[config.mk]
export PLATFORM = sky130hd
export DESIGN_NAME = narrow_router
export DESIGN_NICKNAME = d
export VERILOG_FILES = /design/src/common/mem_island_pkg.sv /design/src/xbar/narrow_router.sv
export SDC_FILE = /design/constraint.sdc
export NUM_CORES = 1
export LEC_CHECK = 0
export BUFFER_PORTS_ARGS = -buffer_cell sky130_fd_sc_hd__buf_4
export CAP_MARGIN = 20
export CORE_AREA = 4 4 173 175
export DETAILED_ROUTE_END_ITERATION = 10
export DIE_AREA = 0 0 177 179
export GPL_TIMING_DRIVEN = 0
export SYNTH_ARGS = -nofsm -noshare
export SYNTH_HDL_FRONTEND = slang
export SYNTH_SLANG_ARGS = --single-unit
[constraint.sdc]
create_clock -name clk_i -period 2.55 [get_ports clk_i]
set_clock_uncertainty 0.1 [all_clocks]
set_input_delay 0.3825 -clock clk_i [delete_from_list [all_inputs] [get_ports clk_i]]
set_output_delay 0.3825 -clock clk_i [all_outputs]
set_load 0.01 [all_outputs]
[src/common/mem_island_pkg.sv]
// Memory island shared widths, address field constants and request/response structs
package mem_island_pkg;

    // --------------------
    // Widths
    // --------------------

    // Byte address width on both ports
    localparam int unsigned AddrWidth = 32;

    // Narrow port and bank data path
    localparam int unsigned NarrowWidth     = 32;
    localparam int unsigned NarrowStrbWidth = NarrowWidth / 8;

    // Wide port data path
    localparam int unsigned WideWidth     = 64;
    localparam int unsigned WideStrbWidth = WideWidth / 8;

    // Banks covered by one wide word
    localparam int unsigned NarrowPerWide = WideWidth / NarrowWidth;

    // --------------------
    // Address fields
    // --------------------

    // Byte offset inside a narrow word
    localparam int unsigned NarrowOffBits = $clog2(NarrowStrbWidth);
    // Byte offset inside a wide word
    localparam int unsigned WideOffBits   = $clog2(WideStrbWidth);

    // In-bank word index carried to the banks
    // Banks keep only the low bits they need
    localparam int unsigned MaxWordAddrWidth = 16;

    // --------------------
    // Port structs
    // --------------------

    // Narrow request, never stalled
    typedef struct packed {
        logic                       valid;
        logic                       write;
        logic [AddrWidth-1:0]       addr;
        logic [NarrowWidth-1:0]     wdata;
        logic [NarrowStrbWidth-1:0] strb;
    } narrow_req_t;

    // Narrow read response, one cycle after the request
    typedef struct packed {
        logic                   rvalid;
        logic [NarrowWidth-1:0] rdata;
    } narrow_rsp_t;

    // Wide request, held until accepted
    typedef struct packed {
        logic                     valid;
        logic                     write;
        logic [AddrWidth-1:0]     addr;
        logic [WideWidth-1:0]     wdata;
        logic [WideStrbWidth-1:0] strb;
    } wide_req_t;

    // Wide read response, halves merged from two banks
    typedef struct packed {
        logic                 rvalid;
        logic [WideWidth-1:0] rdata;
    } wide_rsp_t;

    // --------------------
    // Bank side
    // --------------------

    // Single bank access, word index already decoded
    typedef struct packed {
        logic                        en;
        logic                        we;
        logic [MaxWordAddrWidth-1:0] word;
        logic [NarrowWidth-1:0]      wdata;
        logic [NarrowStrbWidth-1:0]  strb;
    } bank_req_t;

endpackage

[src/xbar/narrow_router.sv]
// Narrow router decoding the narrow address to one bank and returning that bank's read data
`timescale 1ns/1ps

module narrow_router #(
    parameter int unsigned NumBanks = 4
) (
    input  logic                                                 clk_i,
    input  logic                                                 arst_n_i,
    input  mem_island_pkg::narrow_req_t                          narrow_req_i,
    output mem_island_pkg::bank_req_t [NumBanks-1:0]             nreq_bank_o,
    output logic [NumBanks-1:0]                                  nhit_o,
    input  logic [NumBanks-1:0][mem_island_pkg::NarrowWidth-1:0] bank_rdata_i,
    output mem_island_pkg::narrow_rsp_t                          narrow_rsp_o
);

    // Address layout: word index, bank, byte offset
    localparam int unsigned BankBits = $clog2(NumBanks);
    localparam int unsigned WordLsb  = mem_island_pkg::NarrowOffBits + BankBits;

    logic [BankBits-1:0]                         bank_sel;
    logic [mem_island_pkg::MaxWordAddrWidth-1:0] word_idx;

    // Read tracking for the response cycle
    logic [BankBits-1:0] rd_bank_q;
    logic                rd_valid_q;

    // --------------------
    // Decode
    // --------------------

    assign bank_sel = narrow_req_i.addr[mem_island_pkg::NarrowOffBits +: BankBits];
    assign word_idx = narrow_req_i.addr[WordLsb +: mem_island_pkg::MaxWordAddrWidth];

    // Only the selected bank sees the request
    always_comb begin
        for (int i = 0; i < NumBanks; i++) begin
            nhit_o[i]      = narrow_req_i.valid && (bank_sel == BankBits'(i));
            nreq_bank_o[i] = '0;
            if (nhit_o[i]) begin
                nreq_bank_o[i].en    = 1'b1;
                nreq_bank_o[i].we    = narrow_req_i.write;
                nreq_bank_o[i].word  = word_idx;
                nreq_bank_o[i].wdata = narrow_req_i.wdata;
                nreq_bank_o[i].strb  = narrow_req_i.strb;
            end
        end
    end

    // --------------------
    // Response
    // --------------------

    // Narrow never stalls, so every valid read is served
    always_ff @(posedge clk_i or negedge arst_n_i) begin
        if (!arst_n_i) begin
            rd_valid_q <= 1'b0;
            rd_bank_q  <= '0;
        end else begin
            rd_valid_q <= narrow_req_i.valid && !narrow_req_i.write;
            rd_bank_q  <= bank_sel;
        end
    end

    // Bank output register holds the word in this cycle
    assign narrow_rsp_o.rvalid = rd_valid_q;
    assign narrow_rsp_o.rdata  = bank_rdata_i[rd_bank_q];

endmodule

======== After elaboration in Yosys (flattened, before gate mapping) ========
Cells that the tools add are included.
Widths: inputs -> output; s select.
operators by class
  muxes and demuxes ....................... 6
  $lt $le $gt $ge ......................... 1
  reduce and logical (&&, ||, !) cells .... 7
  equality and inequality tests ........... 3
operators by type and width
  kind                count
  $mux 54             4
  $bmux 32 s2         1
  $mux 32             1
  $logic_and 1x1->1   5
  $eq 2x2->1 const B  2
  $lt 2x3->1 const B  1
  $eq 2x1->1 const B  1
  $logic_not 2->1     1
  $logic_not 1->1     1
word-level totals
  input port bits ......................... 200
  flip-flop bits (word level) ............. 3

======== Logic depth before layout (Yosys ltp) ========
  depth in word-level cells ............... 3
  mapped depth ............................ 5

======== Least setup slack after synthesis ========
Ideal clock, no wire load.
  kind .................................... input to output
  from .................................... in narrow_req_i[39] (netlist bit)
  to ...................................... out nreq_bank_o[53] (netlist bit)
  setup slack ............................. 0.642 ns
  stages on the path ...................... 5
  data required time ...................... 2.068 ns
  arrival time ............................ 1.426 ns
  buffers on the path ..................... 4
  cell sequence ........................... buf_4 buf_2 clkbuf_1 nor3b_1 buf_4
RTL lines
  element      RTL line             text
  from (decl)  narrow_router.sv:9   input mem_island_pkg::narrow_req_t narrow_req_i,
  to (decl)    narrow_router.sv:10  output mem_island_pkg::bank_req_t [NumBanks-1:0] nreq_bank_o,

==> qor.txt <==
FF+latch area: 75.1 um^2
TritonCTS Buffers: 3
CP top delay family: buffers and inverters
Yosys top cell area share: 30.7%
pre-CTS WS: 0.0413 ns
worst-path fanout max: 10
area grow syn2layout: 112%
Initial DRC Count: 242
core area: 28500 um^2
placed cell area: 7210 um^2
power per standard cell area: 188 nW/um^2
Layout Nets: 979
first-pass GRT wire length: 37100 um
drt pass-1 iters: 4
metal2 WL: 14700 um
Tot GR Track Use: 15.6%
met1 wire length: 10300 um
Slew Viols, Final: 0
Netlist Area Pre-Place: 3450 um^2
share of cells above drive strength 1: 70.2%
# rows: 62
setup ws final: 0.110 ns
RSZ-0062 raised after global routing: no
initial antenna violation count: 1
min cycle time layout: 2.44 ns
sequential element share of the synthesized area: 2.17%
CP arrival: 1.96 ns
Avg WL per Cell: 23.7 um
Worst EP required: 2.07 ns
Slowest-stage cell, CP: clkbuf_1
Setup CP Type: primary input to primary output
# IOs: 453
H-tree lvl count: 1
GRT Residual Overflow: 0
Slew @ Worst Pin: 0.522 ns
vias in the first global route: 5389
I/O Buffers: 437
die area: 31700 um^2
hold crit path type: primary input to flop
# setup viols final: 0
post-CTS setup buffers: 0
synth unique cells: 15
top sig layer: met4
Final HPWL DP: 23200 um
DR DRC count: 0
syn_nets: 536
crit-path most repeated cell: buf_4
Syn Area/Cell: 10.3 um^2
slew margin rel.: 65.2%
Clock Sinks: 3
P_leak: 3.75 nW
vias: 5279
Cells after Synth: 336
wire length on met3: 2070 um
Layout fillers: 3109
commonest cells after routing, fill and taps aside: buf_4 (448), and4b_1 (106), clkbuf_1 (62)
clk buf depth: 2
largest net degree at the start of global routing: 11
most common cell after layout, fill and taps aside: buf_4
Max Cap Viol: 0
CTS tree: built
routed wire length: 27500 um
final hold viol count: 0
CTS Root Cell: clkbuf_16
Detail Route Antenna Nets: 0
Setup TNS Final: 0 ns
fmax: 0.410 GHz
Cell Chain, Critical Path: buf_4, buf_4, buf_4, clkbuf_1, and3b_1, buf_4, buf_4
DIE HEIGHT: 179 um
worst path bufs/invs: 6
Finished Cell Area: 7300 um^2
Synth Register Bits: 3
vias per cell: 4.54
YS warnings: 0
largest cells by area after synthesis: and4b_1 (31%), mux4_2 (20%), and4bb_2 (19%)
die width: 177 um
crit start category: primary input
gp weighted congestion: 0.819
run status: finished, final reports clean
Max stage delay on crit path: 0.44 ns
period utilisation layout: 95.7%
post-synth top area cell: and4b_1
clock transition at the registers of the reported paths: 0.03 ns
initial core utilization: 12.1%
CP Capture Type: primary output
peak supply drop: 0.000122 V
Multi-input gate area: 2950 um^2
-- stage by stage --
step           util [%]  hold WS (ns)  total power [W]  std cells
4_1_cts            25.6         0.209          0.00140       1162
3_3_place_gp       25.3        0.0748          0.00113       1157
6_report           25.7         0.200          0.00137       1163
3_5_place_dp       25.3        0.0751          0.00114       1157
2_1_floorplan         -       -0.0131         0.000476        336
5_1_grt            25.7         0.205          0.00145       1163
-- repair_timing --
item,CTS,global route
endpoints found under the setup margin,0,0
hold endpoints to repair,3,0
hold buffers,1,0
resized for setup,0,0
-- path summary, 6_finish.rpt --
kind	from	slack (ns)	cells after the start	end
worst max-delay path	narrow_req_i[39]	0.11	7	nreq_bank_o[107]
worst min-delay path	narrow_req_i[38]	0.20	1	rd_bank_q[0]$_DFF_PN0_
max in group asynchronous	arst_n_i	1.85	2	rd_bank_q[0]$_DFF_PN0_
min in group asynchronous	arst_n_i	0.41	2	rd_valid_q$_DFF_PN0_
-- synth_stat cells, drive strengths merged --
library cell and number:
mux4 32, and4b 106, and4 53, nor3b 1, dfrtp 3, and4bb 53
buf 23, clkbuf 61, and3b 2, and3 1, nor2b 1
-- flip-flops by register name (all words and copies together), names as in the netlist --
signal	count
rd_valid_q	1
rd_bank_q	2
-- cells by family after synthesis --
logic type | after synthesis | synth area share (%)
multiplexers | 32 | 21.1
buffers and inverters | 84 | 12.3
flip-flops | 3 | 2.17
AND/OR/NAND/NOR | 217 | 64.5
-- power breakdown --
part	internal [W]	switching [W]	total (W)	leakage [nW]
sequential	0.0000504	0.00000195	0.0000523	0.0362
combinational	0.000564	0.000509	0.00107	3.68
clock	0.000206	0.0000413	0.000248	0.0382
-- layout make-up --
type	instances	share of cell area (%)
plain buffers	84	5.79
diodes	1	0.0343
multi-input cells	249	40.4
well taps	384	6.58
repair buffers	438	45.0
clock buffers	4	1.08
flip-flops and latches	3	1.03
-- routing by layer --
layer | GRT usage [%] | vias up
met5 | 0 | -
met4 | 3.29 | 0
met3 | 2.74 | 24
met2 | 30.2 | 301
met1 | 17.8 | 2599
li1 | - | 2355
Power figures use the tool's default switching activity.
