**src/common/mem_island_pkg.sv**
```systemverilog
// Memory island shared widths, address field constants and request/response structs
package mem_island_pkg;

    // --------------------
    // Widths
    // --------------------

    // Byte address width on both ports
    localparam int unsigned AddrWidth = 32;

    // Narrow port and bank data path
    localparam int unsigned NarrowWidth     = 32;
    localparam int unsigned NarrowStrbWidth = NarrowWidth / 8;

    // Wide port data path
    localparam int unsigned WideWidth     = 64;
    localparam int unsigned WideStrbWidth = WideWidth / 8;

    // Banks covered by one wide word
    localparam int unsigned NarrowPerWide = WideWidth / NarrowWidth;

    // --------------------
    // Address fields
    // --------------------

    // Byte offset inside a narrow word
    localparam int unsigned NarrowOffBits = $clog2(NarrowStrbWidth);
    // Byte offset inside a wide word
    localparam int unsigned WideOffBits   = $clog2(WideStrbWidth);

    // In-bank word index carried to the banks
    // Banks keep only the low bits they need
    localparam int unsigned MaxWordAddrWidth = 16;

    // --------------------
    // Port structs
    // --------------------

    // Narrow request, never stalled
    typedef struct packed {
        logic                       valid;
        logic                       write;
        logic [AddrWidth-1:0]       addr;
        logic [NarrowWidth-1:0]     wdata;
        logic [NarrowStrbWidth-1:0] strb;
    } narrow_req_t;

    // Narrow read response, one cycle after the request
    typedef struct packed {
        logic                   rvalid;
        logic [NarrowWidth-1:0] rdata;
    } narrow_rsp_t;

    // Wide request, held until accepted
    typedef struct packed {
        logic                     valid;
        logic                     write;
        logic [AddrWidth-1:0]     addr;
        logic [WideWidth-1:0]     wdata;
        logic [WideStrbWidth-1:0] strb;
    } wide_req_t;

    // Wide read response, halves merged from two banks
    typedef struct packed {
        logic                 rvalid;
        logic [WideWidth-1:0] rdata;
    } wide_rsp_t;

    // --------------------
    // Bank side
    // --------------------

    // Single bank access, word index already decoded
    typedef struct packed {
        logic                        en;
        logic                        we;
        logic [MaxWordAddrWidth-1:0] word;
        logic [NarrowWidth-1:0]      wdata;
        logic [NarrowStrbWidth-1:0]  strb;
    } bank_req_t;

endpackage

```
**src/xbar/wide_splitter.sv**
```systemverilog
// Wide splitter mapping a wide access onto a bank pair and merging the two read halves
`timescale 1ns/1ps

module wide_splitter #(
    parameter int unsigned NumBanks = 4
) (
    input  logic                                                 clk_i,
    input  logic                                                 arst_n_i,
    input  mem_island_pkg::wide_req_t                            wide_req_i,
    input  logic                                                 wide_ready_i,
    output mem_island_pkg::bank_req_t [NumBanks-1:0]             wreq_bank_o,
    input  logic [NumBanks-1:0][mem_island_pkg::NarrowWidth-1:0] bank_rdata_i,
    output mem_island_pkg::wide_rsp_t                            wide_rsp_o
);

    // Group geometry
    localparam int unsigned NumGroups = NumBanks / mem_island_pkg::NarrowPerWide;
    localparam int unsigned GroupBits = $clog2(NumGroups);
    // Keep one index bit even with a single group
    localparam int unsigned GroupW    = (GroupBits > 0) ? GroupBits : 1;
    localparam int unsigned WordLsb   = mem_island_pkg::WideOffBits + GroupBits;

    // Half widths on the bank side
    localparam int unsigned HalfW     = mem_island_pkg::NarrowWidth;
    localparam int unsigned HalfStrbW = mem_island_pkg::NarrowStrbWidth;

    logic [mem_island_pkg::AddrWidth-1:0]        grp_field;
    logic [GroupW-1:0]                           group_sel;
    logic [mem_island_pkg::MaxWordAddrWidth-1:0] word_idx;

    // Read tracking for the response cycle
    logic [GroupW-1:0] rd_group_q;
    logic              rd_valid_q;

    // --------------------
    // Decode and split
    // --------------------

    // Group field sits right above the wide byte offset
    assign grp_field = wide_req_i.addr >> mem_island_pkg::WideOffBits;
    assign group_sel = GroupW'(grp_field % NumGroups);
    assign word_idx  = wide_req_i.addr[WordLsb +: mem_island_pkg::MaxWordAddrWidth];

    // Bank 2g takes the low half, bank 2g+1 the high half
    always_comb begin
        for (int i = 0; i < NumBanks; i++) begin
            wreq_bank_o[i] = '0;
            if (wide_req_i.valid &&
                (group_sel == GroupW'(i / mem_island_pkg::NarrowPerWide))) begin
                wreq_bank_o[i].en    = 1'b1;
                wreq_bank_o[i].we    = wide_req_i.write;
                wreq_bank_o[i].word  = word_idx;
                wreq_bank_o[i].wdata =
                    wide_req_i.wdata[(i % mem_island_pkg::NarrowPerWide)*HalfW +: HalfW];
                wreq_bank_o[i].strb  =
                    wide_req_i.strb[(i % mem_island_pkg::NarrowPerWide)*HalfStrbW +: HalfStrbW];
            end
        end
    end

    // --------------------
    // Response merge
    // --------------------

    // Only reads taken by the arbiter produce a response
    always_ff @(posedge clk_i or negedge arst_n_i) begin
        if (!arst_n_i) begin
            rd_valid_q <= 1'b0;
            rd_group_q <= '0;
        end else begin
            rd_valid_q <= wide_req_i.valid && wide_ready_i && !wide_req_i.write;
            rd_group_q <= group_sel;
        end
    end

    assign wide_rsp_o.rvalid = rd_valid_q;

    // Upper bank of the pair lands in the upper half
    always_comb begin
        for (int h = 0; h < mem_island_pkg::NarrowPerWide; h++) begin
            wide_rsp_o.rdata[h*HalfW +: HalfW] =
                bank_rdata_i[rd_group_q * mem_island_pkg::NarrowPerWide + h];
        end
    end

endmodule
```
**config.mk**
```make
export PLATFORM = sky130hd
export DESIGN_NAME = wide_splitter
export DESIGN_NICKNAME = d
export VERILOG_FILES = /design/src/common/mem_island_pkg.sv /design/src/xbar/wide_splitter.sv
export SDC_FILE = /design/constraint.sdc
export NUM_CORES = 1
export LEC_CHECK = 0
export ABC_AREA = 1
export BUFFER_PORTS_ARGS = -buffer_cell sky130_fd_sc_hd__clkbuf_2
export CORE_AREA = 2 2 203 205
export DETAILED_ROUTE_END_ITERATION = 10
export DIE_AREA = 0 0 205 207
export PLACE_DENSITY = 0.34
export SLEW_MARGIN = 30
export SYNTH_ARGS = -nofsm -noshare
export SYNTH_HDL_FRONTEND = slang
export SYNTH_SLANG_ARGS = --single-unit
```
**constraint.sdc**
```tcl
create_clock -name clk_i -period 1.15 [get_ports clk_i]
set_input_delay 0.0575 -clock clk_i [delete_from_list [all_inputs] [get_ports clk_i]]
set_output_delay 0.0575 -clock clk_i [all_outputs]
set_load 0.05 [all_outputs]
```
After elaboration in Yosys (flattened, before gate mapping). Cells that the tools add are included.

Output and inout bits: 281. Register bits after elaboration: 2. Logic and storage cells: 19.

Mux-type cells: 8. Reduce and logical (&&, ||, !) cells: 5. $lt $le $gt $ge: 2. Add/subtract/negate cells: 1. Bitwise operators: 1.

Operators with widths (number): $mux W54 (4); $mux W32 (3); $bmux W32 S2 (1); $logic_and A1 B1 Y1 (4); $add A2 B1 Y3 const B (1); $lt A2 B3 Y1 const B (1); $lt A3 B3 Y1 const B (1); $logic_not A1 Y1 (1); $not A1 Y1 (1).

Depth between registers and ports, before layout.
Depth in word-level cells: 3. Gate-level depth with buffers: 5.

Worst setup path after synthesis. OpenSTA, ideal clock, no wires.

Path kind: input-to-output. Start point: input wide_req_i[75] (netlist bit). End point: output wreq_bank_o[100] (netlist bit). Data arrival time: 1.434 ns. Stages on the path: 5. Slack: -0.341 ns. Cells stage by stage: inv_1 -> nand2_2 -> clkbuf_8 -> nor2_1 -> buf_4.

RTL lines: from (decl) (line wide_splitter.sv:9) `input mem_island_pkg::wide_req_t wide_req_i,`; to (decl) (line wide_splitter.sv:11) `output mem_island_pkg::bank_req_t [NumBanks-1:0] wreq_bank_o,`.

==> metrics.cfg <==
[yosys]
netlist_top_cells_area=nand2_1 30%, nor2_1 28%, inv_1 14%
synth_cells=537
synth_top_family_by_area=simple AND/OR/NAND/NOR gates
synth-xor-area-share=0
synth-adder-area-share=0
yosys.area_share.simple=0.583
synth_compound_area_frac=0
yosysTopAreaCellShare=0.300
synth_cell_types=9
ys_seq_elements=2
syn_avg_cell_area_um2=4.50
synth_nets=774
yosysWarnings=0
synthesis.area_um2=2420
ys_seq_area_frac=0.0207
synth_area_leader_cell=nand2_1
muxShareOfSynthArea=0

[cts]
ctsLongestPathBuffers=2
cts_sinks=2
cts-root-buf=clkbuf_16
numCtsBuffers=3
htree_levels=1
cts_tree=yes
clk_pin_slew_worst_paths_ns=0.03

[setup_path]
end_kind=primary output
cp.required_ns=1.09
arrival_ns=1.31
cp-start-kind=register
crit_type=register to primary output
path_max_fanout=6

[final_layout]
final_util=0.199
diodes=0
fillerInstances=4536
final_nets=1259
fin_cells=1553
multi_input_area_um2=1830
drive_above_1_share=0.663
syn_to_final_growth_pct=233
fin_area_um2=8040
seqCellArea_um2=51.3

[timing]
hold_viol_final=0
finalCriticalPeriod_ns=1.37
max_slew_margin=0.792
tightest_slew_ns=0.313
maxSlewViolCount=0
setup_viol=64
post-route-period-util=1.19
layout_setup_ws_ns=-0.219
rsz0062_at_grt=true
fmax_ghz=0.731

[route]
vias=4908
postRouteAntennaNets=0
vias_per_cell=3.16
drc=0
wl_um=19700
drt_iter0_drc=137
dr.pass1.iters=4
post_drt_wl_per_cell_um=12.7

[min_path]
min_path_cells=2
whs_endpoint=rd_valid_q
hold_start=wide_req_i[104]
worstHoldPathType=input pin to register

[pwr]
cellPowerDensity_nw_per_um2=638
p_leak_nw=4.59
ir_worst_vdd_uv=492

[floorplan]
fp.dieW_um=205
rows=74
io_pins=518
die_area_um2=42400
start_util=0.0598
core_area_um2=40400
die_y_um=207

[outcome]
status=complete, but fails checks
violations=negative setup slack

[global_route]
grt_pass1_wl_um=25600
grt_pass1_vias=4740
grt_max_degree=43
antenna_found_initial=1
gr-total-overflow=0
grt_usage=0.0776

[placed_design]
gp_congestion=0.743
dp.cells=1539
place.port_buffers=502
place_hpwl_um=16500
postPlaceCellArea_um2=7070

[flow_run]
cap_violations=0

## cell usage in the layout, fill, tap and decap left out, drive strengths merged
cell type    synthesis  final
dfrtp                2      2
buf                 50    210
clkinv               0      1
nand2              195    195
inv                 93     92
nor2               179    179
dlygate4sd3          0      1
clkbuf              18    341
## repair_timing
| action | CTS | global route |
|---|---|---|
| gates resized for setup | 113 | 175 |
| endpoints found under the setup margin | 71 | 89 |
| endpoints found under the hold margin | 2 | 0 |
| hold buffers | 1 | 0 |
| cloned | 1 | 6 |
| pin swaps | 1 | 1 |
| buffers inserted | 0 | 2 |
## cell families (layout without fill, tap and decap cells)
group / after synthesis / after routing
buffers and inverters: 161 / 645
and+or+nand+nor: 374 / 374
DFF: 2 / 2
## synth_stat cells (all sizes together)
cell and n:
inv 93, clkbuf 18, nand2 195, nor2 179, dfrtp 2, buf 50
## worst max-delay path: stages, from the launching register on
cell     delay, ns
dfrtp_2       0.43
buf_6         0.16
buf_4         0.14
nand2_1       0.08
nand2_2       0.10
buf_12        0.17
## state kept, by name (all words and copies together) (netlist names)
name / cells
rd_group_q: 1
rd_valid_q: 1
## metal layers
metal / track usage / vias to the layer above / routed length (um)
li1: - / 2427 / -
met1: 0.0698 / 2151 / 6290
met2: 0.170 / 314 / 11200
met3: 0.0208 / 14 / 2030
met4: 0.00794 / 2 / 206
met5: 0 / - / 8
## through the flow
stage | hold slack, ns | worst slack, ns | total power (W) | setup TNS (ns)
after global routing | 0.0412 | -0.240 | 0.00536 | -13.32
after detailed placement | -0.152 | -0.0914 | 0.00416 | -2.02
after global placement | -0.155 | -0.0985 | 0.00418 | -1.47
after CTS | 0.0340 | -0.236 | 0.00495 | -12.17
after floorplan | -0.238 | -0.0831 | 0.00252 | -1.39
final | 0.0368 | -0.219 | 0.00513 | -10.60
## worst max path at each step
stage                         startpoint  slack (ns)          endpoint
after floorplan           wide_req_i[75]       -0.08  wreq_bank_o[100]
after global placement        rd_group_q        -0.1    wide_rsp_o[36]
after detailed placement      rd_group_q       -0.09    wide_rsp_o[24]
after CTS                     rd_group_q       -0.24     wide_rsp_o[7]
after global routing          rd_group_q       -0.24    wide_rsp_o[59]
final                         rd_group_q       -0.22    wide_rsp_o[59]
## layout make-up
class | instances | area share
clock buffer | 4 | 0.00981
inverter | 93 | 0.0441
multi-input combinational | 374 | 0.227
sequential | 2 | 0.00638
tap | 532 | 0.0828
timing repair buffer | 548 | 0.629
## power by group
part	total [W]	switching (W)	internal [W]
clock network	0.000546	0.0000892	0.000457
logic	0.00450	0.00280	0.00171
registers	0.0000793	0.00000489	0.0000744
Note: power is estimated with default switching activity, not from simulation.
