## config.mk

```make
export PLATFORM = sky130hd
export DESIGN_NAME = sram_bank
export DESIGN_NICKNAME = d
export VERILOG_FILES = /design/src/common/mem_island_pkg.sv /design/src/hw/sram_bank.sv
export SDC_FILE = /design/constraint.sdc
export NUM_CORES = 2
export LEC_CHECK = 0
export BUFFER_PORTS_ARGS = -buffer_cell sky130_fd_sc_hd__buf_2
export CAP_MARGIN = 15
export CELL_PAD_IN_SITES_DETAIL_PLACEMENT = 0
export CELL_PAD_IN_SITES_GLOBAL_PLACEMENT = 1
export CORE_ASPECT_RATIO = 1.1
export CORE_MARGIN = 2
export CORE_UTILIZATION = 55
export DETAILED_ROUTE_END_ITERATION = 8
export PLACE_DENSITY = 0.76
export SYNTH_ARGS = -nofsm -noshare
export SYNTH_HDL_FRONTEND = slang
export SYNTH_SLANG_ARGS = --single-unit
export TNS_END_PERCENT = 30
```

## constraint.sdc

```tcl
create_clock -name clk_i -period 2.4 [get_ports clk_i]
set_input_delay 0.12 -clock clk_i [delete_from_list [all_inputs] [get_ports clk_i]]
set_output_delay 0.12 -clock clk_i [all_outputs]
set_load 0.1 [all_outputs]
```

## src/common/mem_island_pkg.sv

```systemverilog
// Memory island shared widths, address field constants and request/response structs
package mem_island_pkg;

    // --------------------
    // Widths
    // --------------------

    // Byte address width on both ports
    localparam int unsigned AddrWidth = 32;

    // Narrow port and bank data path
    localparam int unsigned NarrowWidth     = 32;
    localparam int unsigned NarrowStrbWidth = NarrowWidth / 8;

    // Wide port data path
    localparam int unsigned WideWidth     = 64;
    localparam int unsigned WideStrbWidth = WideWidth / 8;

    // Banks covered by one wide word
    localparam int unsigned NarrowPerWide = WideWidth / NarrowWidth;

    // --------------------
    // Address fields
    // --------------------

    // Byte offset inside a narrow word
    localparam int unsigned NarrowOffBits = $clog2(NarrowStrbWidth);
    // Byte offset inside a wide word
    localparam int unsigned WideOffBits   = $clog2(WideStrbWidth);

    // In-bank word index carried to the banks
    // Banks keep only the low bits they need
    localparam int unsigned MaxWordAddrWidth = 16;

    // --------------------
    // Port structs
    // --------------------

    // Narrow request, never stalled
    typedef struct packed {
        logic                       valid;
        logic                       write;
        logic [AddrWidth-1:0]       addr;
        logic [NarrowWidth-1:0]     wdata;
        logic [NarrowStrbWidth-1:0] strb;
    } narrow_req_t;

    // Narrow read response, one cycle after the request
    typedef struct packed {
        logic                   rvalid;
        logic [NarrowWidth-1:0] rdata;
    } narrow_rsp_t;

    // Wide request, held until accepted
    typedef struct packed {
        logic                     valid;
        logic                     write;
        logic [AddrWidth-1:0]     addr;
        logic [WideWidth-1:0]     wdata;
        logic [WideStrbWidth-1:0] strb;
    } wide_req_t;

    // Wide read response, halves merged from two banks
    typedef struct packed {
        logic                 rvalid;
        logic [WideWidth-1:0] rdata;
    } wide_rsp_t;

    // --------------------
    // Bank side
    // --------------------

    // Single bank access, word index already decoded
    typedef struct packed {
        logic                        en;
        logic                        we;
        logic [MaxWordAddrWidth-1:0] word;
        logic [NarrowWidth-1:0]      wdata;
        logic [NarrowStrbWidth-1:0]  strb;
    } bank_req_t;

endpackage

```

## src/hw/sram_bank.sv

```systemverilog
// Single-port SRAM bank with byte write enables and one-cycle registered read
`timescale 1ns/1ps

module sram_bank #(
    parameter int unsigned WordsPerBank = 64
) (
    input  logic                                  clk_i,
    input  logic                                  arst_n_i,
    input  mem_island_pkg::bank_req_t             bank_req_i,
    output logic [mem_island_pkg::NarrowWidth-1:0] rdata_o
);

    localparam int unsigned WordBits = $clog2(WordsPerBank);
    localparam int unsigned ByteW    =
        mem_island_pkg::NarrowWidth / mem_island_pkg::NarrowStrbWidth;

    // Storage array
    logic [mem_island_pkg::NarrowWidth-1:0] mem_q [WordsPerBank];
    logic [mem_island_pkg::NarrowWidth-1:0] rdata_q;
    logic [WordBits-1:0]                    word_idx;

    // Upper index bits beyond the bank depth are ignored
    assign word_idx = bank_req_i.word[WordBits-1:0];

    // Byte-wise write
    always_ff @(posedge clk_i) begin
        for (int b = 0; b < mem_island_pkg::NarrowStrbWidth; b++) begin
            if (bank_req_i.en && bank_req_i.we && bank_req_i.strb[b]) begin
                mem_q[word_idx][b*ByteW +: ByteW] <= bank_req_i.wdata[b*ByteW +: ByteW];
            end
        end
    end

    // Read port, data held until the next read
    always_ff @(posedge clk_i or negedge arst_n_i) begin
        if (!arst_n_i) begin
            rdata_q <= '0;
        end else if (bank_req_i.en && !bank_req_i.we) begin
            rdata_q <= mem_q[word_idx];
        end
    end

    assign rdata_o = rdata_q;

endmodule

```

; After elaboration in Yosys (flattened, before gate mapping)
; Memory sizes are Yosys's and may differ from the RTL's. A register that Yosys moved wholly into a read port is not among the register bits.
; Index checks and enable logic that the tools add are counted.
[totals]
register_bits = 0
latch_bits = 0
mem_bits_rw = 2048
mem_bits_ro = 0
input_bits = 56
out_inout_bits = 32
word_cells = 17
memories = 1
[classes]
n_addsub = 0
n_mul = 0
div_mod_pow = 0
magnitude_cmp = 0
n_eq_ne = 0
n_shift = 0
muxes = 8
bitwise = 0
reduce_logical = 8
[memory_table]
columns = memory, words, width, rd, rd_clocked_by_memory_dff, wr, line_no
row1 = mem_q, 64, 32, 1, 1, 1, sram_bank.sv:18  ; logic [mem_island_pkg::NarrowWidth-1:0] mem_q [WordsPerBank];
[ops]
columns = op, count
row1 = 1-bit two-way mux, 8
row2 = 1-bit logical AND, 6
row3 = 1-bit logical NOT, 2

; Logic depth before layout (Yosys ltp)
[logic_depth]
word_depth = 4
ltp_mapped = 12

; Least setup slack after synthesis
; Ideal clock, no wire load.
[synth_timing]
path_kind = input to register
startpoint = in bank_req_i[36] (netlist name)
endpoint = mem mem_q[12][16] (netlist name), enable pin
setup_time_ns = 0.370
arrival_ns = 1.782
t_required_ns = 2.030
path_slack_ns = 0.248
cell_stages = 7
path_buffers = 3
cell_sequence = buf_6 or2_2 clkbuf_1 nor2_1 clkbuf_1 nand2_1 nor2_1
[synth_lines]
columns = item, line_no
row1 = from (decl), sram_bank.sv:9  ; input mem_island_pkg::bank_req_t bank_req_i,
row2 = to (decl), sram_bank.sv:18
; Straight into the memory's write port.

==> results.txt <==
----------------------------------------------------
[Critical path]
  List of cells traversed by the critical path ... mux2_1, a221o_1, a222oi_1, buf_4, o21ai_0, buf_4, o32a_1
  Worst path top cell family by delay ... compound AO/OA/AOI/OAI gates
  Worst path max stage delay ... a little over 0.4 ns
  Slack of the worst reg-to-reg path ... around 0.18 ns
  Data arrival time of the critical path ... slightly below 3 ns
  Top cell by count, worst path ... buf_4
  Worst Path Required ... 3.12 ns
  Type of the setup path with the least slack ... register to register
  Crit Path Max Fanout ... 1
  Worst Reg2Reg Path Length in Cells ... 7
  Kind of end point of the critical path ... register
  Startpoint of the worst register-to-register path ... mem_q[2][12]
  Worst R2R End ... rdata_o[12]
  CP bufs+invs ... 2
  Type of element launching the critical path ... register
  Slowest library cell on the worst path ... edfxtp_1

[Cells and area]
  Syn-to-layout area delta ... 19.2%
  Final core utilization ... around two thirds
  Number of nets in the finished design ... 5296
  Multi-input gate area in the final layout ... roughly 17000 µm²
  Final std cell area, no fill ... 96000 µm²
  Storage element area ... a little over 60000 µm²
  Fill cell count ... 9760
  Ratio of cells with drive above 1 in the final layout ... a little over a quarter

[Timing]
  Slew at the pin closest to its max-slew limit ... approximately 1.3 ns
  Min Clock Period, post-route ... between 2 and 2.5 ns
  Hold Fails Final Rpt ... 0
  Final number of setup-violating endpoints ... 0
  Final setup slack of the worst path ... 0.181 ns
  Post-route clock skew ... around 0.021 ns
  Max Slew Vio Count ... 0
  Max_slew headroom ... roughly 15%
  Unrepaired setup endpoints after global routing ... false
  Portion of the clock cycle consumed by the worst path in the final layout ... just over 90%
  Max Fclk ... roughly 450 MHz

[Global routing]
  Global route hottest layer ... met2
  Total overflow reported by the global router ... 0
  Initial antenna violation count ... 3
  Met2 track demand over resource ... 51.5%
  GR met3 Demand/Resource ... under 10%
  Largest net degree at the start of global routing ... 65
  Met1 GRT Util ... roughly 46%
  Via count of the first global-routing pass ... ~47000
  First-pass GRT wire length ... about 350000 µm
  Overall track demand over capacity in global routing ... about a third

[Synth]
  Net count after synthesis ... 4470
  Proportion of synthesized chip area in sequential cells ... 77.4%
  Warnings from Yosys ... 0
  Most instantiated flip-flop cell in the synthesis netlist ... edfxtp_1
  Gate count of the mapped netlist ... about 4400
  Post-Syn Area per Cell ... roughly 18 µm²
  Total standard cell area after synthesis ... between 80000 and 90000 µm²
  Synth area leaders ... edfxtp_1 (76%), mux4_2 (4.5%), mux2i_1 (3.1%), a221oi_1 (2.1%), nor2_1 (1.7%)
  Count of flip-flops with a built-in enable after synthesis ... 2048
  Total of flip-flops plus latches after synthesis ... between 2000 and 2500
  Yosys cell types ... 71
  Biggest area consumer among synthesized cells ... edfxtp_1
  Fraction of synthesized cell area taken by the top area cell type ... between 70% and 80%
  FFs w/ async S/R, synth ... ~1.5%

[Route]
  Final antenna-violating net count ... 0
  Vias per cell ... roughly 6.7
  Vias post-DR ... around 50000
  Wirelength, routed ... ~250000 µm
  Number of remaining DRC errors ... 0
  Starting DRT DRC Count ... slightly below 8000
  TritonRoute pass-1 iters ... 6
  Wire length per cell ... 34.1 µm

[Status]
  Result of the run ... completed

[Power and ir drop]
  P per Cell Area ... 797 nW/µm²
  Leak pwr ... roughly 32 nW
  Worst vdd ir ... between 0.0006 and 0.0007 V

[Floorplanning]
  Placeable Area ... roughly 150000 µm²
  Vertical die dimension ... just over 400 µm
  Number of core rows ... around 150
  Die Outline Area ... roughly 150000 µm²
  Die Wd ... between 300 and 400 µm
  Number of top-level pins ... between 80 and 90
  Initial Util ... 55.3%

[Clock tree]
  CTS HTree Levels ... 4
  Number of CTS-inserted buffers ... around 190
  TritonCTS clock tree ... yes
  Insertion delay of the later-clocked pin in the worst-skew pair ... 0.86 ns
  Register clock-pin slew on the reported worst setup and hold paths ... around 0.070 ns
  Number of buffers inserted by post-CTS setup repair ... 0
  Cell at the root of the clock tree ... clkbuf_16
  Maximum buffer depth of the clock tree ... 3
  # clock sinks ... roughly 2100

[Place]
  Buffers on Ports ... just under 80
  Area of placed instances ... between 80000 and 90000 µm²
  Routability congestion estimate from global placement ... around 0.95
  Detail Placement HPWL ... roughly 160000 µm
  Post-Place Setup Slack ... -0.562 ns

[Worst hold path]
  Worst min-delay path category ... input pin to asynchronous set/reset pin

[Job]
  MaxCap Viol Count ... 0

----------------------------------------------------
cell usage in the layout (no fill, tap or decap), drive strengths merged, types with 5 or more instances in the layout:
master and count:
mux2 113, a22o 27, a31oi 25, nor3 10, nand2b 7, nor3b 5
nor2 358, o22ai 100, or2 5, a221o 44, o22a 21, bufinv 18
dfrtp 32, inv 9, o32a 22, nor2b 8, a311oi 5, a211oi 10
a22oi 144, edfxtp 2048, a222oi 16, mux4 161, o21ai 107, o2111ai 12
dlygate4sd3 36, nand4 8, o2bb2ai 13, and3 23, buf 904, clkbuf 243
mux2i 246, a21oi 113, o221ai 11, nand3 18, a221oi 194, clkinv 97
nand2 121, o211ai 19
Yosys cell counts (all sizes together), types with 5 or more instances:
| library cell | number |
|---|---|
| o22a | 21 |
| a221o | 44 |
| nor2 | 358 |
| buf | 205 |
| a211oi | 10 |
| nand2 | 121 |
| nand4 | 8 |
| nor3b | 5 |
| and3 | 23 |
| a31oi | 25 |
| o22ai | 100 |
| nand3 | 18 |
| mux4 | 161 |
| o2111ai | 12 |
| mux2i | 246 |
| a22o | 27 |
| a22oi | 144 |
| dfrtp | 32 |
| nor2b | 8 |
| nor3 | 10 |
| edfxtp | 2048 |
| or2 | 5 |
| o211ai | 19 |
| a311oi | 5 |
| a21oi | 113 |
| o21ai | 107 |
| a222oi | 16 |
| o2bb2ai | 13 |
| o32a | 22 |
| o221ai | 11 |
| a221oi | 194 |
| clkbuf | 105 |
| mux2 | 113 |
| nand2b | 7 |
worst max-delay path by stage:
stage	from	endpoint	slack (ns)	depth (start not counted)
floorplan	bank_req_i[36]	mem_q[12][16]	0.25	7
finish	mem_q[2][12]	rdata_o[12]	0.18	7
global route	mem_q[2][12]	rdata_o[12]	0.08	7
global placement	bank_req_i[37]	rdata_o[15]	-0.65	9
CTS	mem_q[38][15]	rdata_o[15]	0.05	4
detailed placement	bank_req_i[37]	rdata_o[15]	-0.56	9
power breakdown:
| part | internal (mW) | total [mW] | switching, mW |
|---|---|---|---|
| sequential | 40.0 | 40.2 | 0.196 |
| clock | 17.1 | 30.5 | 13.4 |
| combinational | 1.85 | 5.77 | 3.92 |
cell families (layout without fill, tap and decap cells):
group | count (synthesis) | in the layout | share of synthesized area (%)
other | 0 | 2 | 0
buffers and inverters | 314 | 1308 | 2.03
multiplexers | 520 | 520 | 9.14
flip-flops | 2080 | 2080 | 77.4
AND/OR/NAND/NOR | 584 | 584 | 3.05
AO/OA/AOI/OAI | 916 | 916 | 8.42
per-stage QoR:
stage	hold slack, ns	setup TNS, ns	std cells	power (mW)
after floorplan	-0.176	0	4414	43.6
after global placement	0.0759	-10.35	6945	46.5
after detailed placement	0.0712	-15.69	6945	46.6
after CTS	0.00913	0	7345	76.6
after global routing	0.0318	0	7345	78.1
final	0.0668	0	7347	76.5
flip-flops by register name (all words and copies together), names as in the netlist:
signal and flops:
mem_q 2048, rdata_o 32
repair_timing:
action / CTS / global route
hold buffers: 36 / 0
endpoints found under the hold margin: 1432 / 0
gates resized for setup: 0 / 1
setup endpoints to repair: 0 / 1
layout make-up:
type / instances / area share [%]
antenna: 2 / 0.00521
clock inverter: 121 / 1.24
multi-input combinational: 2020 / 17.4
clock buffer: 243 / 5.33
inverter: 4 / 0.0261
tap: 1937 / 2.52
sequential: 2080 / 64.9
timing repair buffer: 940 / 8.54
tightest hold or removal path: cells and delay by family:
family	cells	cell delay, ns
buffers and inverters	3	1.17
per-layer routing:
layer,up-vias,share of wire [%]
li1,19900,-
met1,25000,36
met2,3511,46
met3,684,12
met4,6,5.6
met5,-,0.028
No activity file was read; power rests on OpenSTA's default activity.
