`config.mk`:
```
export PLATFORM = sky130hd
export DESIGN_NAME = bank_arbiter
export DESIGN_NICKNAME = d
export VERILOG_FILES = /design/src/common/mem_island_pkg.sv /design/src/hw/bank_arbiter.sv
export SDC_FILE = /design/constraint.sdc
export NUM_CORES = 1
export LEC_CHECK = 0
export BUFFER_PORTS_ARGS = -buffer_cell sky130_fd_sc_hd__buf_4
export CORE_AREA = 2 2 256 258
export DETAILED_ROUTE_END_ITERATION = 10
export DIE_AREA = 0 0 258 260
export GPL_ROUTABILITY_DRIVEN = 0
export PLACE_DENSITY_LB_ADDON = 0.2
export SLEW_MARGIN = 15
export SYNTH_ARGS = -nofsm -noshare
export SYNTH_HDL_FRONTEND = slang
export SYNTH_SLANG_ARGS = --single-unit
export TNS_END_PERCENT = 100
```
`constraint.sdc`:
```
create_clock -name vclk -period 1.7
set_clock_uncertainty 0.1 [all_clocks]
set_input_delay 0.085 -clock vclk [all_inputs]
set_output_delay 0.085 -clock vclk [all_outputs]
set_load 0.01 [all_outputs]
```
`src/common/mem_island_pkg.sv`:
```
// Memory island shared widths, address field constants and request/response structs
package mem_island_pkg;

    // --------------------
    // Widths
    // --------------------

    // Byte address width on both ports
    localparam int unsigned AddrWidth = 32;

    // Narrow port and bank data path
    localparam int unsigned NarrowWidth     = 32;
    localparam int unsigned NarrowStrbWidth = NarrowWidth / 8;

    // Wide port data path
    localparam int unsigned WideWidth     = 64;
    localparam int unsigned WideStrbWidth = WideWidth / 8;

    // Banks covered by one wide word
    localparam int unsigned NarrowPerWide = WideWidth / NarrowWidth;

    // --------------------
    // Address fields
    // --------------------

    // Byte offset inside a narrow word
    localparam int unsigned NarrowOffBits = $clog2(NarrowStrbWidth);
    // Byte offset inside a wide word
    localparam int unsigned WideOffBits   = $clog2(WideStrbWidth);

    // In-bank word index carried to the banks
    // Banks keep only the low bits they need
    localparam int unsigned MaxWordAddrWidth = 16;

    // --------------------
    // Port structs
    // --------------------

    // Narrow request, never stalled
    typedef struct packed {
        logic                       valid;
        logic                       write;
        logic [AddrWidth-1:0]       addr;
        logic [NarrowWidth-1:0]     wdata;
        logic [NarrowStrbWidth-1:0] strb;
    } narrow_req_t;

    // Narrow read response, one cycle after the request
    typedef struct packed {
        logic                   rvalid;
        logic [NarrowWidth-1:0] rdata;
    } narrow_rsp_t;

    // Wide request, held until accepted
    typedef struct packed {
        logic                     valid;
        logic                     write;
        logic [AddrWidth-1:0]     addr;
        logic [WideWidth-1:0]     wdata;
        logic [WideStrbWidth-1:0] strb;
    } wide_req_t;

    // Wide read response, halves merged from two banks
    typedef struct packed {
        logic                 rvalid;
        logic [WideWidth-1:0] rdata;
    } wide_rsp_t;

    // --------------------
    // Bank side
    // --------------------

    // Single bank access, word index already decoded
    typedef struct packed {
        logic                        en;
        logic                        we;
        logic [MaxWordAddrWidth-1:0] word;
        logic [NarrowWidth-1:0]      wdata;
        logic [NarrowStrbWidth-1:0]  strb;
    } bank_req_t;

endpackage

```
`src/hw/bank_arbiter.sv`:
```
// Bank arbiter giving narrow requests priority and accepting a wide access only when conflict free
`timescale 1ns/1ps

module bank_arbiter #(
    parameter int unsigned NumBanks = 4
) (
    input  mem_island_pkg::bank_req_t [NumBanks-1:0] nreq_bank_i,
    input  logic [NumBanks-1:0]                      nhit_i,
    input  mem_island_pkg::bank_req_t [NumBanks-1:0] wreq_bank_i,
    output mem_island_pkg::bank_req_t [NumBanks-1:0] bank_req_o,
    output logic                                     wide_ready_o
);

    // Banks where both ports want access this cycle
    logic [NumBanks-1:0] clash;

    // --------------------
    // Wide acceptance
    // --------------------

    always_comb begin
        for (int i = 0; i < NumBanks; i++) begin
            clash[i] = wreq_bank_i[i].en && nhit_i[i];
        end
    end

    // One clash in the group blocks both halves
    // so a wide access never splits across cycles
    assign wide_ready_o = ~|clash;

    // --------------------
    // Per-bank select
    // --------------------

    always_comb begin
        for (int i = 0; i < NumBanks; i++) begin
            if (nhit_i[i]) begin
                // Narrow always wins its bank
                bank_req_o[i] = nreq_bank_i[i];
            end else if (wide_ready_o) begin
                bank_req_o[i] = wreq_bank_i[i];
            end else begin
                // Stalled wide half stays off the bank
                bank_req_o[i] = '0;
            end
        end
    end

endmodule

```
After elaboration in Yosys (flattened, before gate mapping)

Index checks and enable logic that the tools add are counted.

Bits of input ports: 436
Flip-flop bits (word level): 0
Output and inout bits: 217
Logic and storage cells: 14

Mux-type cells: 8
Reduce and logical (&&, ||, !) cells: 6

Operators with widths:

| operator          | count |
|---|---|
| $mux 54           | 8 |
| $logic_and 1x1->1 | 4 |
| $reduce_or 4->1   | 1 |
| $logic_not 1->1   | 1 |

Longest topological paths before layout

Gate-level depths: netlist (run 1).

Word-level depth: 4
Mapped depth: 5
Depth with buffers taken out: 2

Worst setup path before layout (run 1)

Ideal clock, no wire load.

Kind: input to output
From: in nhit_i[0]
To: out bank_req_o[152] in the netlist's numbering
Stages: 5
Arrival: 876 ps
Slack: 639 ps
Cells stage by stage: a22oi_1 -> buf_2 -> buf_6 -> buf_6 -> a32o_1

RTL lines:

| what            | RTL line           | RTL |
|---|---|---|
| start, declared | bank_arbiter.sv:8  | `input logic [NumBanks-1:0] nhit_i,` |
| end, declared   | bank_arbiter.sv:10 | `output mem_island_pkg::bank_req_t [NumBanks-1:0] bank_req_o,` |

==> results of run 1 <==
==> power groups by stage <==
stage / clock [mW] / sequential (mW) / combinational (mW)
finish: 0.000000656 / 0 / 2.66
global route: 0.000000394 / 0 / 2.84
CTS: 0 / 0 / 2.70
detailed placement: 0 / 0 / 2.69
global placement: 0 / 0 / 2.70
floorplan: 0 / 0 / 0.928
==> placed cells by master (no fill, tap or decap) <==
cell type | netlist | final
sky130_fd_sc_hd__and2_1 | 1 | 1
sky130_fd_sc_hd__diode_2 | 0 | 10
sky130_fd_sc_hd__a21oi_4 | 4 | 4
sky130_fd_sc_hd__a32o_1 | 216 | 216
sky130_fd_sc_hd__buf_4 | 0 | 671
sky130_fd_sc_hd__a22oi_2 | 0 | 2
sky130_fd_sc_hd__buf_12 | 0 | 10
==> layout make-up <==
| cell class | instances | area, sq um |
|---|---|---|
| fill | 7404 | 55500 |
| timing repair buffer | 681 | 5240 |
| multi-input combinational | 223 | 2260 |
| tap | 855 | 1070 |
| antenna | 10 | 25.0 |
==> path summary, 6_finish.rpt <==
path / from / endpoint / slack, ns / depth (start not counted)
min: nreq_bank_i[198] / bank_req_o[198] / 0.36 / 3
max: nhit_i[0] / bank_req_o[122] / 0.15 / 6
==> cell families after synthesis <==
group | count (synthesis) | share of synthesized area (%)
AOI/OAI and AO/OA | 222 | 86.6
buffers and inverters | 68 | 13.1
and+or+nand+nor | 1 | 0.242
==> per-stage QoR <==
step	std cells	hold slack (ns)	setup WS, ns
global placement	1759	0.361	0.134
CTS	1759	0.365	0.126
finish	1769	0.363	0.151
floorplan	291	0.220	0.639
detailed placement	1759	0.361	0.130
global route	1764	0.371	0.0867
==> critical path: cells and delay by family <==
| family | cells | cell delay [ns] |
|---|---|---|
| AOI/OAI and AO/OA | 2 | 0.46 |
| buffers and inverters | 4 | 0.74 |
==> per-layer routing <==
layer	wire, um	GRT usage (%)	vias up
li1	-	-	2701
met1	12900	10.6	2836
met2	17200	16.7	469
met3	3880	2.77	34
met4	920	2.71	6
met5	36	0	-
==> run summary, run 1 <==
• **global-route wire length before repair** 45800 um
• **switching power** 1.13 mW
• **Avg Inst Size Synth** 8.90 sq um
• **required time of the critical path** 1.51 ns
• **seq_cells** 0
• **crit path launch type** primary input
• **fin crit share** 91.1%
• **I/O pin count** 653
• **total power draw** 2.66 mW
• **DIE AREA** 0.0671 sq mm
• **DRT iter0 DRCs** 212
• **Critical-path top delay cell** sky130_fd_sc_hd__a22oi_2
• **number of setup violations in the final report** 0
• **Max IR drop VDD** 0.000132 V
• **Routed wire per std cell** 19.7 um
• **final std cell area, no fill** 0.00859 sq mm
• **Port Buffers** 653
• **total routing resource utilization after global routing** 9.32%
• **top post-synthesis cells by area** sky130_fd_sc_hd__a32o_1 84%, sky130_fd_sc_hd__buf_2 8.5%, sky130_fd_sc_hd__a21oi_4 2.5%, sky130_fd_sc_hd__clkbuf_1 2.3%, sky130_fd_sc_hd__buf_6 1.7%
• **power per unit of standard cell area** 310 mW/mm^2
• **floorplan core area** 0.0641 sq mm
• **transition at the pin with the smallest max-transition slack** 0.614 ns
• **Synth top cells by count** 216 x sky130_fd_sc_hd__a32o_1, 44 x sky130_fd_sc_hd__buf_2, 16 x sky130_fd_sc_hd__clkbuf_1
• **sequential standard cell area** 0 sq um
• **final design utilization** 13.4%
• **power share of the combinational group** 100.0%
• **Layout Area Growth over Synthesis** 232%
• **min-delay worst type** primary input to output port
• **clock share of power** 0%
• **layout cell share with drive strength beyond 1** 76.0%
• **antenna viol nets, final** 0
• **leakage power summed over all cells** 3.88 nW
• **post-cts repair resize count** 0
• **remaining global-route overflow** 0
• **status** finished clean
• **Crit Path Category** primary input to output port
• **Initial DRT Pass Iterations** 7
• **Final Hold Viols** 0
• **fraction of synthesized cell area taken by the top area cell type** 83.5%
• **pins over their slew limit** 0
• **via density per instance** 3.42
• **sequential cell fraction of total power** 0%
• **Crit path arrival time** 1.36 ns
• **Die X** 258 um
• **number of DRC violations after detailed routing** 0
• **placed inst area** 0.00857 sq mm
• **list of cells traversed by the critical path** buf_4 -> a22oi_2 -> buf_12 -> buf_4 -> a32o_1 -> buf_4
• **Netlist Area Pre-Place** 0.00259 sq mm
• **total setup buffers inserted after CTS** 0
• **sequential area share after synthesis** 0%
• **largest net degree at the start of global routing** 55
• **post-layout minimum cycle time** 1.55 ns
• **max frequency** 0.646 GHz
• **wire length reported by the detailed router** 34900 um
• **Clock Buffer Count** 0
• **sort of element at the end of the critical path** output port
• **Max-Cap Viols** 0
• **Synth area leader** sky130_fd_sc_hd__a32o_1
• **vias in the first global route** 6474
• **HPWL Detailed** 30400 um
• **highest net fanout along the worst path** 40
• **net count of the mapped netlist** 727
• **Final Net Count** 1342
• **worst slew margin relative to its limit** 59.1%
• **highest cell delay on the worst timing path** 0.24 ns
• **overall die height** 260 um
• **Syn. warnings** 0
• **cts-stage hold buffer count** 0
• **cell internal pwr** 1.52 mW
• **routed via count** 6046
• **most common cell type on the critical path** sky130_fd_sc_hd__buf_4
• **antenna violations before repair** 18
• **sw frac** 42.7%
• **setup TNS** 0 ns
• **unrepaired setup endpoints after global routing** no
• **instance count of the mapped netlist** 291
• **count leader, synth** sky130_fd_sc_hd__a32o_1
• **initial core utilization** 4.04%
• **number of unique standard cell types used by synthesis** 8
• **placement row count** 93
Power figures use the tool's default switching activity.
==> run 2, diff against run 1 <==
--- a/constraint.sdc
+++ b/constraint.sdc
@@ -4,2 +4,2 @@
 set_output_delay 0.085 -clock vclk [all_outputs]
-set_load 0.01 [all_outputs]
+set_load 0.005 [all_outputs]
==> run 2 against run 1 <==
Compared with the run above: via count up 0.65%; wire length is 0.26% lower; sequential share of layout area is the same; hold slack got worse by 0.013 ns; setup slack worse by 0.033 ns; global-route usage about the same; first-iteration DRC count grew 29%; critical path depth unchanged.
==> run summary, run 2 (synthesized netlist as in run 1, its figures left out) <==
• **largest net degree at the start of global routing** 55, unchanged
• **post-layout minimum cycle time** 1.58 ns, +0.0335 ns
• **total power draw** 2.51 mW, -5.7%
• **number of buffers and inverters on the critical path** 4, unchanged
• **critical path's top delay family** buffers and inverters
• **DRT iter0 DRCs** 274, +29%
• **I/O pin count** 653, unchanged
• **total routing resource utilization after global routing** 9.28%, -0.039 points
• **number of DRC violations after detailed routing** 0, unchanged
• **layout cell share with drive strength beyond 1** 76.1%, +0.079 points
• **sort of element at the end of the critical path** output port
• **worst hold path depth** 3, unchanged
• **WP depth** 6, unchanged
• **Layout Area Growth over Synthesis** 233%
• **Final Net Count** 1345, +0.22%
• **post-cts repair resize count** 0, unchanged
• **overall die height** 260 um, unchanged
• **Port Buffers** 653, unchanged
• **commonest cells after routing, fill and taps aside** 672 x sky130_fd_sc_hd__buf_4, 216 x sky130_fd_sc_hd__a32o_1, 12 x sky130_fd_sc_hd__buf_12
• **placement row count** 93, unchanged
• **most common cell type on the critical path** sky130_fd_sc_hd__buf_4
• **list of cells traversed by the critical path** buf_4 -> a22oi_2 -> buf_12 -> buf_4 -> a32o_1 -> buf_4
• **highest cell delay on the worst timing path** 0.25 ns, about the same
• **Initial DRT Pass Iterations** 5, -2
• **routed via count** 6085, +0.65%
• **Clock Buffer Count** 0, unchanged
• **wire length reported by the detailed router** 34800 um, -0.26%
• **worst slew margin relative to its limit** 59.0%, -0.10 points
• **Max IR drop VDD** 0.000164 V, +24%
• **Crit path arrival time** 1.40 ns, +0.04 ns
• **cts-stage hold buffer count** 0, unchanged
• **number of setup violations in the final report** 0, unchanged
• **Crit Path Category** primary input to output port
• **Max-Cap Viols** 0, unchanged
• **sequential standard cell area** 0 sq um, unchanged
• **highest net fanout along the worst path** 39, -2.5%
• **antenna violations before repair** 17, -1
• **floorplan core area** 0.0641 sq mm, unchanged
• **max frequency** 0.632 GHz, -2.1%
• **leakage power summed over all cells** 3.91 nW, +0.59%
• **Routed wire per std cell** 19.7 um, -0.26%
• **setup TNS** 0 ns, unchanged
• **antenna viol nets, final** 0, unchanged
• **min-delay worst type** primary input to output port
• **remaining global-route overflow** 0, unchanged
• **Critical-path top delay cell** sky130_fd_sc_hd__a22oi_2
• **total setup buffers inserted after CTS** 0, unchanged
• **Die X** 258 um, unchanged
• **pins over their slew limit** 0, unchanged
• **DIE AREA** 0.0671 sq mm, unchanged
• **crit path launch type** primary input
• **status** finished clean
• **transition at the pin with the smallest max-transition slack** 0.615 ns, +0.00150 ns
• **final design utilization** 13.5%, +0.063 points
• **Final Hold Viols** 0, unchanged
• **vias in the first global route** 6407, -1.0%
• **fin crit share** 93.1%, +2.0 points
• **unrepaired setup endpoints after global routing** no
• **initial core utilization** 4.04%, unchanged
• **HPWL Detailed** 30500 um, +0.28%
• **power per unit of standard cell area** 290 mW/mm^2, -6.2%
• **required time of the critical path** 1.51 ns, about the same
• **global-route wire length before repair** 45600 um, -0.48%
• **seq_cells** 0, unchanged
• **commonest non-fill, non-tap cell in the layout** sky130_fd_sc_hd__buf_4
• **via density per instance** 3.44, +0.65%
## run 2: cell types whose count changed in the layout (fill, tap and decap cells not counted)
cell / delta
sky130_fd_sc_hd__diode_2: -3
sky130_fd_sc_hd__buf_4: +1
sky130_fd_sc_hd__buf_12: +2
## run 2: per-layer routing
metal  track usage, %  vias up  share of wire (%)
li1                 -     2706                  -
met1             10.5     2890                 38
met2             16.8      445                 49
met3             2.90       36                9.8
met4             2.34        8                2.5
met5                0        -               0.13
## run 2: worst paths after layout
check	slack [ns]	start	endpoint
worst max-delay path	0.12	nhit_i[0]	bank_req_o[122]
worst min-delay path	0.35	nreq_bank_i[60]	bank_req_o[60]
## run 2: power breakdown
| part | leakage, nW | switching, mW | internal, mW |
|---|---|---|---|
| registers | 0 | 0 | 0 |
| logic | 3.91 | 0.979 | 1.53 |
| clock network | 0.0000436 | 0 | 0.000000417 |
## run 2: cell type report
cell class / count / area (sq um)
repair buffers: 684 / 5290
well taps: 855 / 1070
diodes: 7 / 17.5
multi-input cells: 223 / 2260
fillers: 7385 / 55500
## run 2: tightest hold or removal path, cell delays in order
cell	delay, ns
sky130_fd_sc_hd__buf_4	0.08
sky130_fd_sc_hd__a32o_1	0.10
sky130_fd_sc_hd__buf_4	0.10
## run 2: per-stage QoR
step | std cells | setup WS (ns) | hold slack (ns) | area (sq um)
2_1_floorplan | 291 | 0.677 | 0.183 | 2590
3_3_place_gp | 1762 | 0.113 | 0.353 | 8610
3_5_place_dp | 1762 | 0.106 | 0.350 | 8610
4_1_cts | 1762 | 0.106 | 0.354 | 8610
5_1_grt | 1766 | 0.0840 | 0.361 | 8620
6_report | 1769 | 0.117 | 0.350 | 8630
==> run 3, diff against run 2 <==
GPL_TIMING_DRIVEN = 0   (was unset)
==> run 3 against run 2 <==
Compared with the run above: die area stayed put; first-iteration DRC count decreased by 1.5%; power increased by 4.8%; via count grew 3.9%; non-clock buffer count rose by 46; cell count is 2.4% higher; cell area increased by 1.5%; sequential cell count unchanged; combinational power up 5%; hold slack better by 0.0023 ns; critical path depth unchanged; core utilization up 0.20 points.
==> run summary, run 3 (synthesized netlist as in run 1, its figures left out) <==
• **status** finished clean
• **floorplan core area** 0.0641 sq mm, unchanged
• **min-delay worst type** primary input to output port
• **wire length reported by the detailed router** 38900 um, +12%
• **initial core utilization** 4.04%, unchanged
• **I/O pin count** 653, unchanged
• **met3 demand-to-capacity share in global routing** 3.97%, +1.1 points
• **vias in the first global route** 6672, +4.1%
• **total routing resource utilization after global routing** 10.4%, +1.1 points
• **final cell count without fillers** 1812, +2.4%
• **sequential cell fraction of total power** 0%, unchanged
• **power share of the combinational group** 100.0%, about the same
• **Max IR drop VDD** 0.000105 V, -36%
• **Critical-path top delay cell** sky130_fd_sc_hd__buf_2
• **overall die height** 260 um, unchanged
• **HPWL Detailed** 34700 um, +14%
• **DRT iter0 DRCs** 270, -1.5%
• **Setup Slack @ Placement** -0.333 ns, -0.439 ns
• **seq_cells** 0, unchanged
• **worst hold margin** 0.353 ns, +0.00227 ns
• **crit path launch** nhit_i[2]
• **leakage power summed over all cells** 4.02 nW, +3.0%
• **met1 track utilization from global routing** 11.4%, +0.84 points
• **Final Net Count** 1391, +3.4%
• **Layout Area Growth over Synthesis** 238%
• **max frequency** 0.603 GHz, -4.5%
• **Port Buffers** 653, unchanged
• **layout cell share with drive strength beyond 1** 75.3%, -0.73 points
• **filler cell count** 7434, +0.66%
• **global-route wire length before repair** 50200 um, +10%
• **commonest non-fill, non-tap cell in the layout** sky130_fd_sc_hd__buf_4
• **required time of the critical path** 1.51 ns, about the same
• **power per unit of standard cell area** 300 mW/mm^2, +3.3%
• **worst slew margin relative to its limit** 55.4%, -3.5 points
• **commonest cells after routing, fill and taps aside** 658 x sky130_fd_sc_hd__buf_4, 214 x sky130_fd_sc_hd__a32o_1, 34 x sky130_fd_sc_hd__buf_2
• **busiest metal layer after global routing** met2
• **switching power** 1.08 mW, +11%
• **number of buffers and inverters on the critical path** 4, unchanged
• **total power draw** 2.63 mW, +4.8%
• **hold path startpoint** nreq_bank_i[182]
• **fin crit share** 97.5%, +4.4 points
• **post-layout minimum cycle time** 1.66 ns, +0.0748 ns
• **number of DRC violations after detailed routing** 0, unchanged
• **Crit Path Category** primary input to output port
• **DIE AREA** 0.0671 sq mm, unchanged
• **Initial DRT Pass Iterations** 5, unchanged
• **via density per instance** 3.49, +1.5%
• **sw frac** 41.2%, +2.1 points
• **number of setup violations in the final report** 0, unchanged
• **sort of element at the end of the critical path** output port
• **Die X** 258 um, unchanged
• **critical path's top delay family** buffers and inverters
• **Crit path arrival time** 1.47 ns, +0.07 ns
• **Worst Slack Setup Final** 0.0427 ns, -0.0748 ns
• **setup TNS** 0 ns, unchanged
• **Routed wire per std cell** 21.5 um, +9.1%
• **Max-Cap Viols** 0, unchanged
• **Placed Instances** 1799, +2.1%
• **unrepaired setup endpoints after global routing** yes
• **Clock Buffer Count** 0, unchanged
• **antenna viol nets, final** 0, unchanged
• **cell internal pwr** 1.54 mW, +1.1%
• **routed via count** 6325, +3.9%
• **remaining global-route overflow** 0, unchanged
• **antenna violations before repair** 12, -5
• **placement row count** 93, unchanged
• **Final Hold Viols** 0, unchanged
• **pins over their slew limit** 0, unchanged
• **clock share of power** 0%, unchanged
• **largest net degree at the start of global routing** 11, -80%
• **met2 usage** 19.1%, +2.3 points
• **highest net fanout along the worst path** 10, -74%
• **highest cell delay on the worst timing path** 0.30 ns, +0.05 ns
• **transition at the pin with the smallest max-transition slack** 0.668 ns, +0.0530 ns
• **sequential standard cell area** 0 sq um, unchanged
• **crit path launch type** primary input
• **list of cells traversed by the critical path** buf_4 -> buf_2 -> a21oi_4 -> buf_2 -> a32o_1 -> buf_4
## run 3: cell type report
type	instances	area [sq um]	area share, %
tap	855	1070	12.2
multi-input combinational	223	2260	25.8
buffer	68	395	4.51
timing repair buffer	662	5030	57.4
antenna	4	10.0	0.114
## run 3: timing repair
action | CTS | global route
setup buffers | 6 | 2
hold endpoints to repair | 0 | 0
pin swaps | 0 | 1
cloned | 0 | 1
setup endpoints to repair | 207 | 8
hold buffers | 0 | 0
gates resized for setup | 10 | 14
## run 3: metal layers
metal | wire, um | up-vias
met3 | 4430 | 32
met1 | 14400 | 3023
met4 | 797 | 8
met5 | 46 | -
met2 | 19200 | 457
li1 | - | 2805
## run 3: metrics by stage
stage / area, sq um / utilization (%)
2_1_floorplan: 2590 / -
3_3_place_gp: 8560 / 13.4
3_5_place_dp: 8560 / 13.4
4_1_cts: 8660 / 13.5
5_1_grt: 8750 / 13.6
6_report: 8760 / 13.7
## run 3: power by group through the flow
stage / sequential [mW] / clock, mW / combinational, mW
2_1_floorplan: 0 / 0 / 0.760
4_1_cts: 0 / 0 / 2.62
5_1_grt: 0 / 0 / 2.81
6_report: 0 / 0.000000364 / 2.63
3_5_place_dp: 0 / 0 / 2.58
3_3_place_gp: 0 / 0 / 2.59
## run 3: worst paths after layout
check                 slack, ns               to  depth (start not counted)
worst max-delay path       0.04  bank_req_o[143]                          6
worst min-delay path       0.35  bank_req_o[182]                          3
